--- src/rtl/cpu_bus_pkg.sv ---
// Bus widths and instruction queue sizing shared by the fetch, queue, execute and bus blocks.
// Import it wherever a bus-facing width is needed.
package cpu_bus_pkg;

	// ########################################
	// Memory bus
	// ########################################

	localparam int DATA_BITS = 16;         // Data word width.
	localparam int ADDRESS_BITS = 16;      // Word address width.

	// ########################################
	// Port bus
	// ########################################

	localparam int PORT_ADDRESS_BITS = 8;  // Port address width.

	// ########################################
	// Instruction queue
	// ########################################

	localparam int IQ_DEPTH = 4;

	// Pointer and occupancy widths follow from the depth.
	localparam int IQ_PTR_BITS = $clog2(IQ_DEPTH);
	localparam int IQ_COUNT_BITS = $clog2(IQ_DEPTH + 1);

endpackage

--- src/rtl/cpu_isa_pkg.sv ---
// Instruction set of the core, with opcodes and the two instruction word formats.
// The decoder and the test program both build on these definitions.
package cpu_isa_pkg;

	localparam int REGISTER_BITS = 4;  // 16 registers.

	// Opcode sits in the top nibble of every instruction word.
	typedef enum logic [3:0] {
		OP_ADD  = 4'h0,
		OP_SUB  = 4'h1,
		OP_AND  = 4'h2,
		OP_OR   = 4'h3,
		OP_ADDI = 4'h4,
		OP_LDI  = 4'h5,
		OP_LD   = 4'h6,
		OP_ST   = 4'h7,
		OP_IN   = 4'h8,
		OP_OUT  = 4'h9,
		OP_HLT  = 4'hf
	} opcode_e;

	// Register format, used by ALU ops, LD and ST.
	typedef struct packed {
		opcode_e op;
		logic [REGISTER_BITS-1:0] rd;
		logic [REGISTER_BITS-1:0] ra;
		logic [REGISTER_BITS-1:0] rb;
	} instr_r_t;

	// Immediate format, used by ADDI, LDI, IN and OUT.
	typedef struct packed {
		opcode_e op;
		logic [REGISTER_BITS-1:0] rd;
		logic [7:0] imm;
	} instr_i_t;

	// One 16-bit word seen through either format.
	typedef union packed {
		instr_r_t r;
		instr_i_t i;
	} instr_u;

endpackage

--- src/rtl/cpu_ifs.sv ---
// Internal handshake bundles: memory requests from fetch and execute,
// and the instruction stream into and out of the queue.
`timescale 1ns/1ps

// ########################################
// Memory request, valid/ready
// ########################################

interface mem_req_if import cpu_bus_pkg::*; ();
	logic [ADDRESS_BITS-1:0] addr;
	logic [DATA_BITS-1:0] wdata;
	logic wr;
	logic valid;
	logic ready;
	logic [DATA_BITS-1:0] rdata;  // Valid in the handshake cycle.

	modport requester (output addr, wdata, wr, valid, input ready, rdata);
	modport completer (input addr, wdata, wr, valid, output ready, rdata);
endinterface

// ########################################
// Instruction stream
// ########################################

interface iq_if import cpu_bus_pkg::*; ();
	logic [DATA_BITS-1:0] data;
	logic valid;
	logic ready;

	// Producer offers a word, consumer takes it when both are high.
	modport producer (output data, valid, input ready);
	modport consumer (input data, valid, output ready);
endinterface

--- src/rtl/cpu_fetch.sv ---
// Sequential instruction fetch from address 0 upwards, one read in flight at a time.
// Each fetched word waits in a holding register until the queue takes it.
`timescale 1ns/1ps

module cpu_fetch import cpu_bus_pkg::*; (
	input logic CLK,
	input logic rst_n,
	mem_req_if.requester mem,
	iq_if.producer iq
);

	logic [ADDRESS_BITS-1:0] pc;
	logic req_active;                 // Read outstanding on the bus.
	logic hold_valid;                 // Fetched word not yet pushed.
	logic [DATA_BITS-1:0] hold_data;
	logic mem_done;
	logic push_done;

	assign mem_done = mem.valid && mem.ready;
	assign push_done = iq.valid && iq.ready;

	// Reads only, address straight from the PC.
	assign mem.addr = pc;
	assign mem.wdata = '0;
	assign mem.wr = 1'b0;
	assign mem.valid = req_active;

	assign iq.data = hold_data;
	assign iq.valid = hold_valid;

	always_ff @(posedge CLK or negedge rst_n) begin
		if (!rst_n) begin
			pc <= '0;
			req_active <= 1'b0;
			hold_valid <= 1'b0;
		end else begin
			if (mem_done) begin
				req_active <= 1'b0;
				hold_valid <= 1'b1;
				pc <= pc + 1'b1;
			end else if (!req_active && !hold_valid && iq.ready) begin
				req_active <= 1'b1;  // Room downstream, start next read.
			end
			if (push_done)
				hold_valid <= 1'b0;
		end
	end

	always_ff @(posedge CLK) begin
		if (mem_done)
			hold_data <= mem.rdata;  // Payload, no reset.
	end

	// A stalled read keeps its request and address.
	a_req_stable: assert property (@(posedge CLK) disable iff (!rst_n)
		mem.valid && !mem.ready |=> mem.valid && $stable(mem.addr));

endmodule

--- src/rtl/cpu_instruction_queue.sv ---
// Small circular FIFO between fetch and execute.
// A word pushed in one cycle shows at the head in the next.
`timescale 1ns/1ps

module cpu_instruction_queue import cpu_bus_pkg::*; (
	input logic CLK,
	input logic rst_n,
	iq_if.consumer push,
	iq_if.producer pop
);

	logic [DATA_BITS-1:0] entries [IQ_DEPTH];
	logic [IQ_PTR_BITS-1:0] wr_ptr;
	logic [IQ_PTR_BITS-1:0] rd_ptr;
	logic [IQ_COUNT_BITS-1:0] count;
	logic push_fire;
	logic pop_fire;

	assign push.ready = (count != IQ_COUNT_BITS'(IQ_DEPTH));  // Not full.
	assign pop.valid = (count != '0);
	assign pop.data = entries[rd_ptr];

	assign push_fire = push.valid && push.ready;
	assign pop_fire = pop.valid && pop.ready;

	// ########################################
	// Pointers and occupancy
	// ########################################

	always_ff @(posedge CLK or negedge rst_n) begin
		if (!rst_n) begin
			wr_ptr <= '0;
			rd_ptr <= '0;
			count <= '0;
		end else begin
			if (push_fire)
				wr_ptr <= (wr_ptr == IQ_PTR_BITS'(IQ_DEPTH - 1)) ? '0 : wr_ptr + 1'b1;
			if (pop_fire)
				rd_ptr <= (rd_ptr == IQ_PTR_BITS'(IQ_DEPTH - 1)) ? '0 : rd_ptr + 1'b1;
			case ({push_fire, pop_fire})
				2'b10: count <= count + 1'b1;
				2'b01: count <= count - 1'b1;
				default: count <= count;  // Both or neither.
			endcase
		end
	end

	always_ff @(posedge CLK) begin
		if (push_fire)
			entries[wr_ptr] <= push.data;
	end

	// Equal pointers mean an empty or a full buffer, and the count tells which.
	a_no_overflow: assert property (@(posedge CLK) disable iff (!rst_n)
		push_fire |-> (wr_ptr != rd_ptr) || (count == '0));
	a_no_underflow: assert property (@(posedge CLK) disable iff (!rst_n)
		pop_fire |-> (wr_ptr != rd_ptr) || (count == IQ_COUNT_BITS'(IQ_DEPTH)));

endmodule

--- src/rtl/cpu_execute.sv ---
// Execute stage that decodes the queue head, runs it against the register file
// and issues any load, store or port access. HLT stops it until reset.
`timescale 1ns/1ps

module cpu_execute import cpu_bus_pkg::*, cpu_isa_pkg::*; (
	input logic CLK,
	input logic rst_n,
	iq_if.consumer iq,
	mem_req_if.requester mem,
	output logic [PORT_ADDRESS_BITS-1:0] port_address,
	output logic [DATA_BITS-1:0] port_out,
	output logic port_wr,
	output logic port_rd,
	input logic [DATA_BITS-1:0] port_in
);

	logic [DATA_BITS-1:0] regs [2**REGISTER_BITS];
	logic halted;
	instr_u instr;
	logic active;       // Head is valid and we are not halted.
	logic is_mem;
	logic fire;         // Head instruction completes this cycle.
	logic [DATA_BITS-1:0] val_rd;
	logic [DATA_BITS-1:0] val_ra;
	logic [DATA_BITS-1:0] val_rb;
	logic [DATA_BITS-1:0] result;
	logic wb_en;

	assign instr = iq.data;
	assign active = iq.valid && !halted;
	assign is_mem = (instr.r.op == OP_LD) || (instr.r.op == OP_ST);

	// Register reads are asynchronous.
	assign val_rd = regs[instr.r.rd];
	assign val_ra = regs[instr.r.ra];
	assign val_rb = regs[instr.r.rb];

	// ########################################
	// Load/store and port access
	// ########################################

	assign mem.valid = active && is_mem;  // Held until ready while the head stays put.
	assign mem.wr = (instr.r.op == OP_ST);
	assign mem.addr = val_ra;
	assign mem.wdata = val_rb;

	assign fire = active && (!is_mem || mem.ready);
	assign iq.ready = fire;

	assign port_address = instr.i.imm;
	assign port_out = val_rd;
	assign port_wr = fire && (instr.i.op == OP_OUT);
	assign port_rd = fire && (instr.i.op == OP_IN);

	// ########################################
	// Result select and writeback
	// ########################################

	always_comb begin
		result = '0;
		wb_en = 1'b1;
		case (instr.r.op)
			OP_ADD:  result = val_ra + val_rb;
			OP_SUB:  result = val_ra - val_rb;
			OP_AND:  result = val_ra & val_rb;
			OP_OR:   result = val_ra | val_rb;
			OP_ADDI: result = val_rd + DATA_BITS'(instr.i.imm);
			OP_LDI:  result = DATA_BITS'(instr.i.imm);  // Zero-extended.
			OP_LD:   result = mem.rdata;
			OP_IN:   result = port_in;
			default: wb_en = 1'b0;  // ST, OUT, HLT and unused codes.
		endcase
	end

	always_ff @(posedge CLK) begin
		if (fire && wb_en)
			regs[instr.r.rd] <= result;
	end

	always_ff @(posedge CLK or negedge rst_n) begin
		if (!rst_n)
			halted <= 1'b0;
		else if (fire && (instr.r.op == OP_HLT))
			halted <= 1'b1;
	end

	a_port_excl: assert property (@(posedge CLK) disable iff (!rst_n)
		!(port_wr && port_rd));

endmodule

--- src/rtl/cpu_memory_interface.sv ---
// Shares the external memory bus between instruction fetch and data access.
// Data wins when the bus is free, and a granted request keeps it until ready.
`timescale 1ns/1ps

module cpu_memory_interface import cpu_bus_pkg::*; (
	input logic CLK,
	input logic rst_n,
	mem_req_if.completer fetch_req,
	mem_req_if.completer data_req,
	output logic [ADDRESS_BITS-1:0] memory_address,
	output logic [DATA_BITS-1:0] memory_out,
	output logic memory_wr,
	output logic memory_valid,
	input logic [DATA_BITS-1:0] memory_in,
	input logic memory_ready
);

	logic locked;      // Bus held by a stalled transfer.
	logic grant_data;  // Owner while locked, 1 for data.
	logic data_sel;

	assign data_sel = locked ? grant_data : data_req.valid;

	// Forward the selected request combinationally.
	assign memory_address = data_sel ? data_req.addr : fetch_req.addr;
	assign memory_out = data_sel ? data_req.wdata : fetch_req.wdata;
	assign memory_wr = data_sel ? data_req.wr : fetch_req.wr;
	assign memory_valid = data_sel ? data_req.valid : fetch_req.valid;

	// Ready and read data go only to the owner.
	assign data_req.ready = data_sel && memory_ready;
	assign fetch_req.ready = !data_sel && memory_ready;
	assign data_req.rdata = data_sel ? memory_in : '0;
	assign fetch_req.rdata = data_sel ? '0 : memory_in;

	// ########################################
	// Grant lock
	// ########################################

	always_ff @(posedge CLK or negedge rst_n) begin
		if (!rst_n) begin
			locked <= 1'b0;
			grant_data <= 1'b0;
		end else if (memory_valid && memory_ready) begin
			locked <= 1'b0;            // Transfer done, rearbitrate.
		end else if (memory_valid && !locked) begin
			locked <= 1'b1;
			grant_data <= data_sel;
		end
	end

	a_grant_held: assert property (@(posedge CLK) disable iff (!rst_n)
		memory_valid && !memory_ready |=> $stable(data_sel) && memory_valid);

endmodule

--- src/rtl/cpu_top.sv ---
// Top level of the 16-bit core: fetch, instruction queue, execute and memory arbiter.
// Exposes the word-addressed memory bus and the 8-bit port bus.
`timescale 1ns/1ps

module cpu_top import cpu_bus_pkg::*; (
	input logic CLK,
	input logic rst_n,

	output logic [ADDRESS_BITS-1:0] memory_address,
	input logic [DATA_BITS-1:0] memory_in,
	output logic [DATA_BITS-1:0] memory_out,
	output logic memory_valid,  // Memory request.
	output logic memory_wr,     // Memory write.
	input logic memory_ready,

	output logic [PORT_ADDRESS_BITS-1:0] port_address,
	input logic [DATA_BITS-1:0] port_in,
	output logic [DATA_BITS-1:0] port_out,
	output logic port_rd,
	output logic port_wr
);

	mem_req_if fetch_mem ();
	mem_req_if data_mem ();
	iq_if iq_push ();
	iq_if iq_pop ();

	cpu_fetch fetch0 (.CLK(CLK), .rst_n(rst_n), .mem(fetch_mem), .iq(iq_push));

	cpu_instruction_queue iq0 (.CLK(CLK), .rst_n(rst_n), .push(iq_push), .pop(iq_pop));

	cpu_execute exec0 (
		.CLK(CLK),
		.rst_n(rst_n),
		.iq(iq_pop),
		.mem(data_mem),
		.port_address(port_address),
		.port_out(port_out),
		.port_wr(port_wr),
		.port_rd(port_rd),
		.port_in(port_in)
	);

	cpu_memory_interface mem0 (
		.CLK(CLK),
		.rst_n(rst_n),
		.fetch_req(fetch_mem),
		.data_req(data_mem),
		.memory_address(memory_address),
		.memory_out(memory_out),
		.memory_wr(memory_wr),
		.memory_valid(memory_valid),
		.memory_in(memory_in),
		.memory_ready(memory_ready)
	);

endmodule

--- config.mk ---
export PLATFORM = sky130hd
export DESIGN_NAME = cpu_top
export DESIGN_NICKNAME = d
export VERILOG_FILES = /design/src/rtl/cpu_bus_pkg.sv /design/src/rtl/cpu_isa_pkg.sv /design/src/rtl/cpu_ifs.sv /design/src/rtl/cpu_fetch.sv /design/src/rtl/cpu_instruction_queue.sv /design/src/rtl/cpu_execute.sv /design/src/rtl/cpu_memory_interface.sv /design/src/rtl/cpu_top.sv
export SDC_FILE = /design/constraint.sdc
export NUM_CORES = 1
export LEC_CHECK = 0
export ABC_AREA = 0
export BUFFER_PORTS_ARGS = -buffer_cell sky130_fd_sc_hd__buf_2
export CAP_MARGIN = 40
export CORE_MARGIN = 2
export CORE_UTILIZATION = 58
export DETAILED_ROUTE_END_ITERATION = 12
export MAX_ROUTING_LAYER = met4
export PLACE_DENSITY_LB_ADDON = 0.15
export SYNTH_ARGS = -nofsm -noshare
export SYNTH_HDL_FRONTEND = slang
export SYNTH_SLANG_ARGS = --single-unit
--- constraint.sdc ---
create_clock -name CLK -period 7.6 [get_ports CLK]
set_input_delay 1.14 -clock CLK [delete_from_list [all_inputs] [get_ports CLK]]
set_output_delay 1.14 -clock CLK [all_outputs]
set_load 0.01 [all_outputs]
### Word level (Yosys, flattened, before mapping)

Memory sizes are Yosys's and may differ from the RTL's.
Index checks and enable logic that the tools add are counted.

* bits in registers: 44
* latch bits: 0
* RAM bits: 320
* ROM bits: 0
* input port bits: 35
* output and inout port bits: 60
* word-level logic and storage cells: 91
* memories: 2

* add/sub/neg operators: 8
* $mul: 0
* divide/modulo/power cells: 0
* order comparisons: 0
* equal/unequal tests: 15
* shifts and indexed selects: 0
* mux-type cells: 21
* bitwise operators: 3
* reduce and logical (&&, ||, !) cells: 32

Memories
* exec0.regs: depth 16, bits a word 16, rd ports 3, clocked after memory_dff 0, wr ports 1, line cpu_execute.sv:17 `logic [DATA_BITS-1:0] regs [2**REGISTER_BITS];`
* iq0.entries: depth 4, bits a word 16, rd ports 1, clocked after memory_dff 0, wr ports 1, line cpu_instruction_queue.sv:12 `logic [DATA_BITS-1:0] entries [IQ_DEPTH];`

Operators by type and width (number)
* $pmux W16 S8: 1
* $mux W16: 3
* $add A16 B1 Y16 const B: 1
* $add A16 B16 Y16: 1
* $add A16 B8 Y16: 1
* $and A16 B16 Y16: 1
* $eq A4 B3 Y1 const B: 4
* $logic_and A1 B1 Y1: 16
* $or A16 B16 Y16: 1
* $sub A16 B16 Y16: 1
* $mux W1: 14
* $eq A4 B4 Y1 const B: 3
* $eq A4 B2 Y1 const B: 2
* $reduce_bool A2 Y1: 4
* $reduce_or A8 Y1: 1
* $eq A2 B2 Y1 const B: 3
* $logic_not A1 Y1: 6
* $pmux W3 S2: 1
* $add A2 B1 Y2 const B: 2
* $eq A4 B1 Y1 const B: 1
* $logic_not A4 Y1: 1
* $mux W2: 2
* $add A3 B1 Y3 const B: 1
* $ne A3 B3 Y1 const B: 1
* other kinds (6): 7

### Logic depth before layout (Yosys ltp)

Gate-level depths: netlist (run 1).
An unclocked memory read counts as a cell.

* word-level depth: 11
* depth in mapped cells: 24
* depth with buffers taken out: 20

### By module

From an unflattened synthesis (run 1), not the netlist that was laid out.

* cells, all modules: 1266
* area, all modules: 20736.1 um^2

By module, submodules not included
* cpu_execute: instances 1, cells each 951, area each 15778.9 um^2, seq. area each 7712.4 um^2
* cpu_instruction_queue: instances 1, cells each 124, area each 2765.2 um^2, seq. area each 2097.0 um^2
* cpu_fetch: instances 1, cells each 104, area each 1400.1 um^2, seq. area each 930.9 um^2
* cpu_memory_interface: instances 1, cells each 87, area each 792.0 um^2, seq. area each 50.0 um^2

### Worst setup path after synthesis (run 1)

OpenSTA, ideal clock, no wires.

* path kind: flip-flop to flip-flop
* start: register iq0.rd_ptr[1]
* end: memory exec0.regs[0][12], data pin
* library setup time: 0.330 ns
* arrival time: 5.977 ns
* data required time: 7.270 ns
* setup slack: 1.293 ns
* stages on the path, launching flop included: 25
* path through: dfrtp_1 > buf_2 > buf_2 > mux4_2 > buf_2 > buf_2 > buf_2 > buf_2 > buf_2 > buf_2 > mux4_2 > nand2_1 > a31oi_1 > ha_1 > fa_1 > a21o_1 > a21oi_1 > o21bai_1 > a21oi_1 > o21bai_1 > a21oi_1 > nor3b_1 > nand2_1 > xor2_1 > o21ai_0

* elaborated cells between the ends (all ways): 21
* those cells by class: add/sub: 3; eq/ne: 8; mux: 3; bitwise: 2; reduce/logical: 3; memory: 2

RTL lines
* start: declaration: line cpu_instruction_queue.sv:14 `logic [IQ_PTR_BITS-1:0] rd_ptr;`
* start signal: assignment: line cpu_instruction_queue.sv:39 `rd_ptr <= (rd_ptr == IQ_PTR_BITS'(IQ_DEPTH - 1)) ? '0 : rd_ptr + 1'b1;`
* $mem_v2 Z4 W16
* $mem_v2 Z16 W16
* net port_out[0]: line cpu_top.sv:18 `output logic [DATA_BITS-1:0] port_out,`
* $add A16 B8 Y16: line cpu_execute.sv:67 `OP_ADDI: result = val_rd + DATA_BITS'(instr.i.imm);`
* $pmux W16 S8: line cpu_execute.sv:62 `case (instr.r.op)`
* net exec0.result[12]: line cpu_execute.sv:26 `logic [DATA_BITS-1:0] result;`
* end: declaration: line cpu_execute.sv:17

The timed path passes the listed nets, and every way through them passes these cells.

### Worst setup path in the final report (run 1)

* start: register iq0.rd_ptr[0]
* end: memory exec0.regs[13][15], data pin

* cells in the longest elaborated chain, start to end: 7
* elaborated cells between the ends (all ways): 21
* those cells by class: add/sub: 3; eq/ne: 8; mux: 3; bitwise: 2; reduce/logical: 3; memory: 2

Ends and longest elaborated chain (line)
* $mem_v2 Z4 W16 *
* parallel branches: the longest is 5 deep, another holds $mem_v2 Z16 W16
* $pmux W16 S8 *: cpu_execute.sv:62
* net exec0.result[15]: cpu_execute.sv:26

Mark *: on every way through the listed nets, which the timed path passes.

==> summary.md, run 1 <==
| Metric | Value |
|---|---|
| Outcome | `finished, final reports clean` |
| Simple-Gate Fraction of Synth Area | `0.0836` |
| Critical Path Sink Type | `flip-flop` |
| Synthesized area | `0.0211 sq mm` |
| Crit path kind | `reg2reg` |
| Post-layout minimum cycle time | `7.05 ns` |
| Post-synthesis adder-cell area fraction | `0.0242` |
| DR WL met3 | `7460 um` |
| Largest family of logic cells by synthesized area | `multiplexers` |
| Largest net degree at the start of global routing | `51` |
| Chip Height | `195 um` |
| Cell variety after synth | `59` |
| Vias in the first global route | `14,700` |
| Initial antenna violation count | `2` |
| Port bufs | `94` |
| Post-CTS Setup Inserts | `0` |
| XOR/XNOR share of the synthesized area | `0.0229` |
| Critical Path Fanout Max | `32` |
| Maxcap violations | `0` |
| Vias/cell | `6.94` |
| Starting Density | `0.591` |
| Final nets | `1,750` |
| Post-synthesis mux area share | `0.238` |
| Root buffer cell | `clkbuf_16` |
| Gpl congestion | `0.927` |
| Die Wd | `195 um` |
| Overall die area | `0.0379 sq mm` |
| Final Skew | `0.0323 ns` |
| Met2 wire length | `29,100 um` |
| Final setup viols | `0` |
| # IOs | `95` |
| CTS buffer count | `40` |
| DP Area | `0.0223 sq mm` |
| Final hold vios | `0` |
| Mean area per synthesized cell | `13.4 sq um` |
| RSZ-0062 raised after global routing | `no` |
| P&R area growth vs syn | `11.9%` |
| Fmax | `142 MHz` |
| GRT overflow | `0` |
| Util after Layout | `0.661` |
| Min-Delay Path Class | `reg2reg` |
| # hold bufs at CTS | `0` |
| First-pass GRT wire length | `92,700 um` |
| Routed wire length | `63,200 um` |
| DP HPWL | `42,300 um` |
| Slew HR | `0.340` |
| H-tree Lvls | `2` |
| Via count | `15,100` |
| Syn Inst Count | `1,572` |
| Main synth FF type | `edfxtp_1` |
| Sequential area share after synthesis | `0.512` |
| Seq cells post-synth | `364` |
| Final instance area | `0.0236 sq mm` |
| Number of flops mapped to enable cells by yosys | `336` |
| Clock Sinks | `364` |
| Min Hold Slack | `0.486 ns` |
| Syn nets | `1,646` |
| ANT nets after route | `0` |
| Final Max Slew Viols | `0` |
| Core Footprint | `0.0357 sq mm` |
| DR WL/cell | `29.1 um` |
| Fin crit share | `0.928` |
| Worst-Skew Late Latency | `0.56 ns` |
| Yosys warns | `0` |
| Iter 0 DRT Violations | `1,604` |
| Async SR Flop Fraction | `0.0769` |
| WP data arrival | `7.23 ns` |
| Clk slew on worst S/H paths | `0.05 ns` |
| Max layer used | `met4` |
| CP Data Required Time | `7.78 ns` |
| Rows | `69` |
| Startpoint Class | `flip-flop` |
| Deepest clock path buffer count | `3` |
| Share of layout cells above drive strength 1 | `0.239` |
| DRT met1 WL | `23,600 um` |
| Cts repair resizes | `0` |
| DR pass1 iterations | `5` |
| Post-route DRC violation count | `0` |
| Least-Margin Pin Slew | `0.990 ns` |
| Gr usage total | `0.344` |
| CTS tree | `built` |
| TNS Setup | `0 ns` |
| Compound-Gate Fraction of Synth Area | `0.0914` |
[flip-flops by register name, indices dropped and copies added, names as in the netlist]
register and flops:
iq0.wr_ptr 2, iq0.rd_ptr 2, iq0.count 3, iq0.entries 64, exec0.regs 256, fetch0.iq.valid 1
exec0.halted 1, mem0.grant_data 1, fetch0.iq.data 16, mem0.locked 1, fetch0.mem.addr 16, fetch0.mem.valid 1
[per-stage QoR]
stage | cells | setup slack, ns
final | 2169 | 0.550
after detailed placement | 2095 | 0.461
after global placement | 2086 | 0.604
after global routing | 2169 | 0.0347
after floorplan | 1572 | 1.29
after CTS | 2168 | 0.476
[synth_stat cells (all sizes together), types with 2 or more instances]
library cell  instances  area share
nor2                 59       0.011
a22oi                44       0.016
nor3b                 2     0.00071
clkbuf               52      0.0093
o41ai                 3      0.0012
and2                 35       0.010
nand3                23      0.0057
o21bai                4      0.0014
a31oi                 9      0.0027
mux4                125        0.13
a21o                  6      0.0021
dfrtp                28       0.033
a222oi                6      0.0029
edfxtp              336        0.48
or3                   7      0.0021
fa                    3      0.0029
inv                  19      0.0034
and4                  3      0.0012
mux2i               191       0.091
a221oi                8      0.0036
a211oi               52       0.019
nor3                 20      0.0048
nor2b                45       0.013
a22o                  5      0.0021
or2                   4      0.0012
nor4b                 2      0.0011
o21ai                36      0.0086
o21a                  3      0.0011
ha                   36       0.021
xnor2                34       0.014
nand2b                7      0.0021
mux2                 25       0.013
a21oi                81       0.019
o211ai               17      0.0061
o221ai                2     0.00083
nand4                 6      0.0018
a221o                 3      0.0014
nor4                  3     0.00089
buf                  54       0.015
and3                 13      0.0039
xor2                 21      0.0087
nand2               129       0.023
[final timing paths]
| kind | from | end | slack, ns | depth (start not counted) |
|---|---|---|---|---|
| max | iq0.rd_ptr[0]$_DFFE_PN0P_ | exec0.regs[13][15]$_DFFE_PP_ | 0.55 | 20 |
| min | fetch0.mem.addr[15]$_DFFE_PN0P_ | fetch0.mem.addr[15]$_DFFE_PN0P_ | 0.49 | 1 |
| max reg2reg | iq0.rd_ptr[0]$_DFFE_PN0P_ | exec0.regs[13][15]$_DFFE_PP_ | 0.55 | 20 |
| min reg2reg | fetch0.mem.addr[15]$_DFFE_PN0P_ | fetch0.mem.addr[15]$_DFFE_PN0P_ | 0.49 | 1 |
| max in group asynchronous | rst_n | fetch0.mem.addr[3]$_DFFE_PN0P_ | 6.53 | 1 |
| min in group asynchronous | rst_n | fetch0.iq.valid$_DFFE_PN0P_ | 0.63 | 1 |
[area by class of cell]
cell class	instances	area, sq um
fillers	2552	12100
flip-flops and latches	364	10800
multi-input cells	1083	9800
clock buffers	53	1120
repair buffers	168	1080
well taps	461	577
clock inverters	20	133
inverters	19	71.3
diodes	1	2.50
[worst max-delay path: stages, from the launching register on]
cell       delay [ns]
dfrtp_1          0.50
mux4_4           1.00
buf_4            0.34
a211oi_1         0.26
a21oi_1          0.08
a221oi_1         0.67
ha_1             0.29
nand2_1          0.13
o21ai_0          0.24
xnor2_1          0.17
ha_1             0.29
a21o_1           0.18
or3_1            0.33
o211ai_1         0.23
a21oi_1          0.14
o41ai_1          0.49
o21ai_0          0.33
nand3_1          0.17
nor2_1           0.05
a2111oi_1        0.40
nand2_1          0.37
[metal layers]
layer  up-vias  track usage
met2       945        0.525
met5         -            -
met4         0        0.152
met1      7485        0.442
li1       6421            -
met3       200       0.0822
[cells by family (layout without fill, tap and decap cells)]
logic type,after synthesis,after routing
mux,341,341
fa+ha+maj,39,39
compound gates,288,288
other cells,0,1
xor+xnor,55,55
simple gates,360,360
flops,364,364
buf+inv,125,260
[cells in the final DEF, fill, tap and decap left out, types with 5 or more instances in the layout]
cell,synthesis,routed
edfxtp_1,336,336
mux2i_1,191,190
nand2_1,129,129
mux4_2,125,119
buf_2,22,94
a21oi_1,81,81
buf_4,5,68
a211oi_1,52,52
nor2_1,59,51
a22oi_1,44,44
nor2b_1,45,43
clkbuf_16,0,42
o21ai_0,36,36
ha_1,36,36
and2_1,35,35
xnor2_1,34,34
dfrtp_1,28,28
mux2_2,25,25
nand3_1,22,22
xor2_1,21,21
inv_1,19,19
o211ai_1,17,17
and3_1,13,13
nor3_1,20,11
a31oi_1,9,9
nor3_2,0,9
clkinv_2,0,9
nor2_2,0,8
clkbuf_1,52,8
nand2b_1,7,7
or3_1,7,7
clkinv_1,0,7
mux4_4,0,6
a221oi_1,7,6
a222oi_1,6,6
a21o_1,6,6
nand4_1,6,6
a22o_1,5,5
Power of run 1 is left out: the tool's default activity adds up to more than one toggle a clock period on the data nets, which glitch-free logic cannot reach.
==> inputs of run 2 (changes only) <==
CAP_MARGIN = default   (was 40)
PLACE_DENSITY = 0.87   (was default)
PLACE_DENSITY_LB_ADDON = default   (was 0.15)
==> run 2 against run 1 <==
Effect of this change: final area hardly changed; setup slack better by 0.0018 ns; cell count down 0.83%; clock-buffer cell count shrank 4; via count rose by 3.8%; non-clock buffer count fell by 15.
==> summary.md, run 2 (synthesis gave the netlist of run 1 again) <==
| Metric | Value |
|---|---|
| # IOs | `95 (unchanged)` |
| Share of layout cells above drive strength 1 | `0.229 (was 0.239)` |
| Root buffer cell | `clkbuf_16 (unchanged)` |
| Startpoint Class | `flip-flop (unchanged)` |
| Deepest clock path buffer count | `3 (unchanged)` |
| Initial antenna violation count | `1 (was 2)` |
| Buf+Inv Stages, Crit Path | `0 (was 1)` |
| CP Data Required Time | `7.77 ns (was 7.78 ns)` |
| Util after Layout | `0.661 (about the same)` |
| DR WL/cell | `29.9 um (was 29.1 um)` |
| P&R area growth vs syn | `11.8% (was 11.9%)` |
| # hold bufs at CTS | `0 (unchanged)` |
| Starting Density | `0.591 (unchanged)` |
| Die Wd | `195 um (unchanged)` |
| DR pass1 iterations | `6 (was 5)` |
| H-tree Lvls | `2 (unchanged)` |
| Post-route DRC violation count | `0 (unchanged)` |
| Core Footprint | `0.0357 sq mm (unchanged)` |
| WP data arrival | `7.21 ns (was 7.23 ns)` |
| First-pass GRT wire length | `95,600 um (was 92,700 um)` |
| Maxcap violations | `0 (unchanged)` |
| CP top delay family | `compound AO/OA/AOI/OAI gates (unchanged)` |
| RSZ-0062 raised after global routing | `no (unchanged)` |
| Vias in the first global route | `15,200 (was 14,700)` |
| Most common cell after layout, fill and taps aside | `edfxtp_1 (unchanged)` |
| Clock Sinks | `364 (unchanged)` |
| Overall die area | `0.0379 sq mm (unchanged)` |
| Vias/cell | `7.26 (was 6.94)` |
| Gr usage total | `0.350 (was 0.344)` |
| Least-Margin Pin Slew | `1.28 ns (was 0.990 ns)` |
| Final nets | `1,735 (was 1,750)` |
| Crit path kind | `reg2reg (unchanged)` |
| Min-Delay Path Class | `reg2reg (unchanged)` |
| Via count | `15,600 (was 15,100)` |
| ANT nets after route | `0 (unchanged)` |
| Port bufs | `94 (unchanged)` |
| Gpl congestion | `1.00 (was 0.927)` |
| Largest regs | `exec0.regs x256, iq0.entries x64 (unchanged)` |
| Chip Height | `195 um (unchanged)` |
| Outcome | `finished, final reports clean (unchanged)` |
| Hold Crit Depth | `1 (unchanged)` |
| Critical path depth in cells | `20 (unchanged)` |
| Final Skew | `0.0288 ns (was 0.0323 ns)` |
| Largest register FFs | `256 (unchanged)` |
| Clk slew on worst S/H paths | `0.06 ns (was 0.05 ns)` |
| Critical Path Sink Type | `flip-flop (unchanged)` |
| Crit-path cells | `mux4_4, mux2i_1, mux2i_1, a22o_1, a221oi_1, ha_1, nand2_1, o21ai_0, xnor2_1, ha_1, a21o_1, or3_1, o211ai_1, a21oi_1, o41ai_1, o21ai_0, nand3_1, nor2_1, a2111oi_1, nand2_1 (was mux4_4, buf_4, a211oi_1, a21oi_1, a221oi_1, ha_1, nand2_1, o21ai_0, xnor2_1, ha_1, a21o_1, or3_1, o211ai_1, a21oi_1, o41ai_1, o21ai_0, nand3_1, nor2_1, a2111oi_1, nand2_1)` |
| Iter 0 DRT Violations | `2,406 (was 1,604)` |
| Final hold vios | `0 (unchanged)` |
| CP max stage cell | `mux4_4 (unchanged)` |
| Final Max Slew Viols | `0 (unchanged)` |
| Fmax | `142 MHz (about the same)` |
| Cts repair resizes | `0 (unchanged)` |
| Worst-Skew Late Latency | `0.55 ns (was 0.56 ns)` |
| Top reg by flops | `exec0.regs (unchanged)` |
| Largest net degree at the start of global routing | `84 (was 51)` |
| CTS buffer count | `40 (unchanged)` |
| Post-CTS Setup Inserts | `0 (unchanged)` |
| CTS tree | `built (unchanged)` |
| Fin crit share | `0.927 (was 0.928)` |
| Rows | `69 (unchanged)` |
| Routed wire length | `64,300 um (was 63,200 um)` |
| Post-layout minimum cycle time | `7.05 ns (about the same)` |
| GRT overflow | `0 (unchanged)` |
| Final setup viols | `0 (unchanged)` |
| Slew HR | `0.144 (was 0.340)` |
| TNS Setup | `0 ns (unchanged)` |
| Critical Path Fanout Max | `44 (was 32)` |
| R2R depth | `20 (unchanged)` |
| Max incr delay on CP | `1.05 ns (was 1.00 ns)` |
| DP HPWL | `42,200 um (was 42,300 um)` |
| Commonest cells after routing, fill and taps aside | `336 x edfxtp_1, 190 x mux2i_1, 129 x nand2_1, 119 x mux4_2, 94 x buf_2 (unchanged)` |
-- run 2: through the flow --
stage	instances	setup slack (ns)	instance area [sq um]	hold slack (ns)
detailed placement	2080	0.810	22200	0.462
finish	2151	0.552	23600	0.482
global route	2150	0.0580	23600	0.500
global placement	2080	0.914	22200	0.465
floorplan	1572	1.29	21100	0.445
CTS	2149	0.733	23500	0.485
-- run 2: cell type report --
cell class,instances,area (sq um)
repair buffers,153,938
multi-input cells,1083,9810
fillers,2446,12100
inverters,19,71.3
clock buffers,49,1040
well taps,461,577
diodes,2,5.00
clock inverters,20,317
flip-flops and latches,364,10800
-- run 2: routing by layer --
metal / global-route usage / up-vias / part of all wire
met5: - / - / 0
met4: 0.162 / 0 / 0.055
met3: 0.0906 / 284 / 0.15
met2: 0.527 / 1331 / 0.45
met1: 0.447 / 7627 / 0.34
li1: - / 6379 / -
-- run 2: worst reg2reg max path, cell delays in order, from the launching register on --
cell,delay (ns)
dfrtp_1,0.47
mux4_4,1.05
mux2i_1,0.37
mux2i_1,0.11
a22o_1,0.27
a221oi_1,0.56
ha_1,0.28
nand2_1,0.14
o21ai_0,0.23
xnor2_1,0.18
ha_1,0.29
a21o_1,0.18
or3_1,0.33
o211ai_1,0.23
a21oi_1,0.13
o41ai_1,0.51
o21ai_0,0.35
nand3_1,0.17
nor2_1,0.05
a2111oi_1,0.39
nand2_1,0.38
-- run 2: worst paths after layout --
path	start	to	slack, ns
worst max-delay path	iq0.rd_ptr[0]$_DFFE_PN0P_	exec0.regs[11][15]$_DFFE_PP_	0.55
worst min-delay path	fetch0.mem.addr[15]$_DFFE_PN0P_	fetch0.mem.addr[15]$_DFFE_PN0P_	0.48
worst max register to register	iq0.rd_ptr[0]$_DFFE_PN0P_	exec0.regs[11][15]$_DFFE_PP_	0.55
worst min register to register	fetch0.mem.addr[15]$_DFFE_PN0P_	fetch0.mem.addr[15]$_DFFE_PN0P_	0.48
max in group asynchronous	rst_n	mem0.grant_data$_DFFE_PN0P_	6.53
min in group asynchronous	rst_n	iq0.rd_ptr[1]$_DFFE_PN0P_	0.63
Power of run 2 is left out for the same reason.
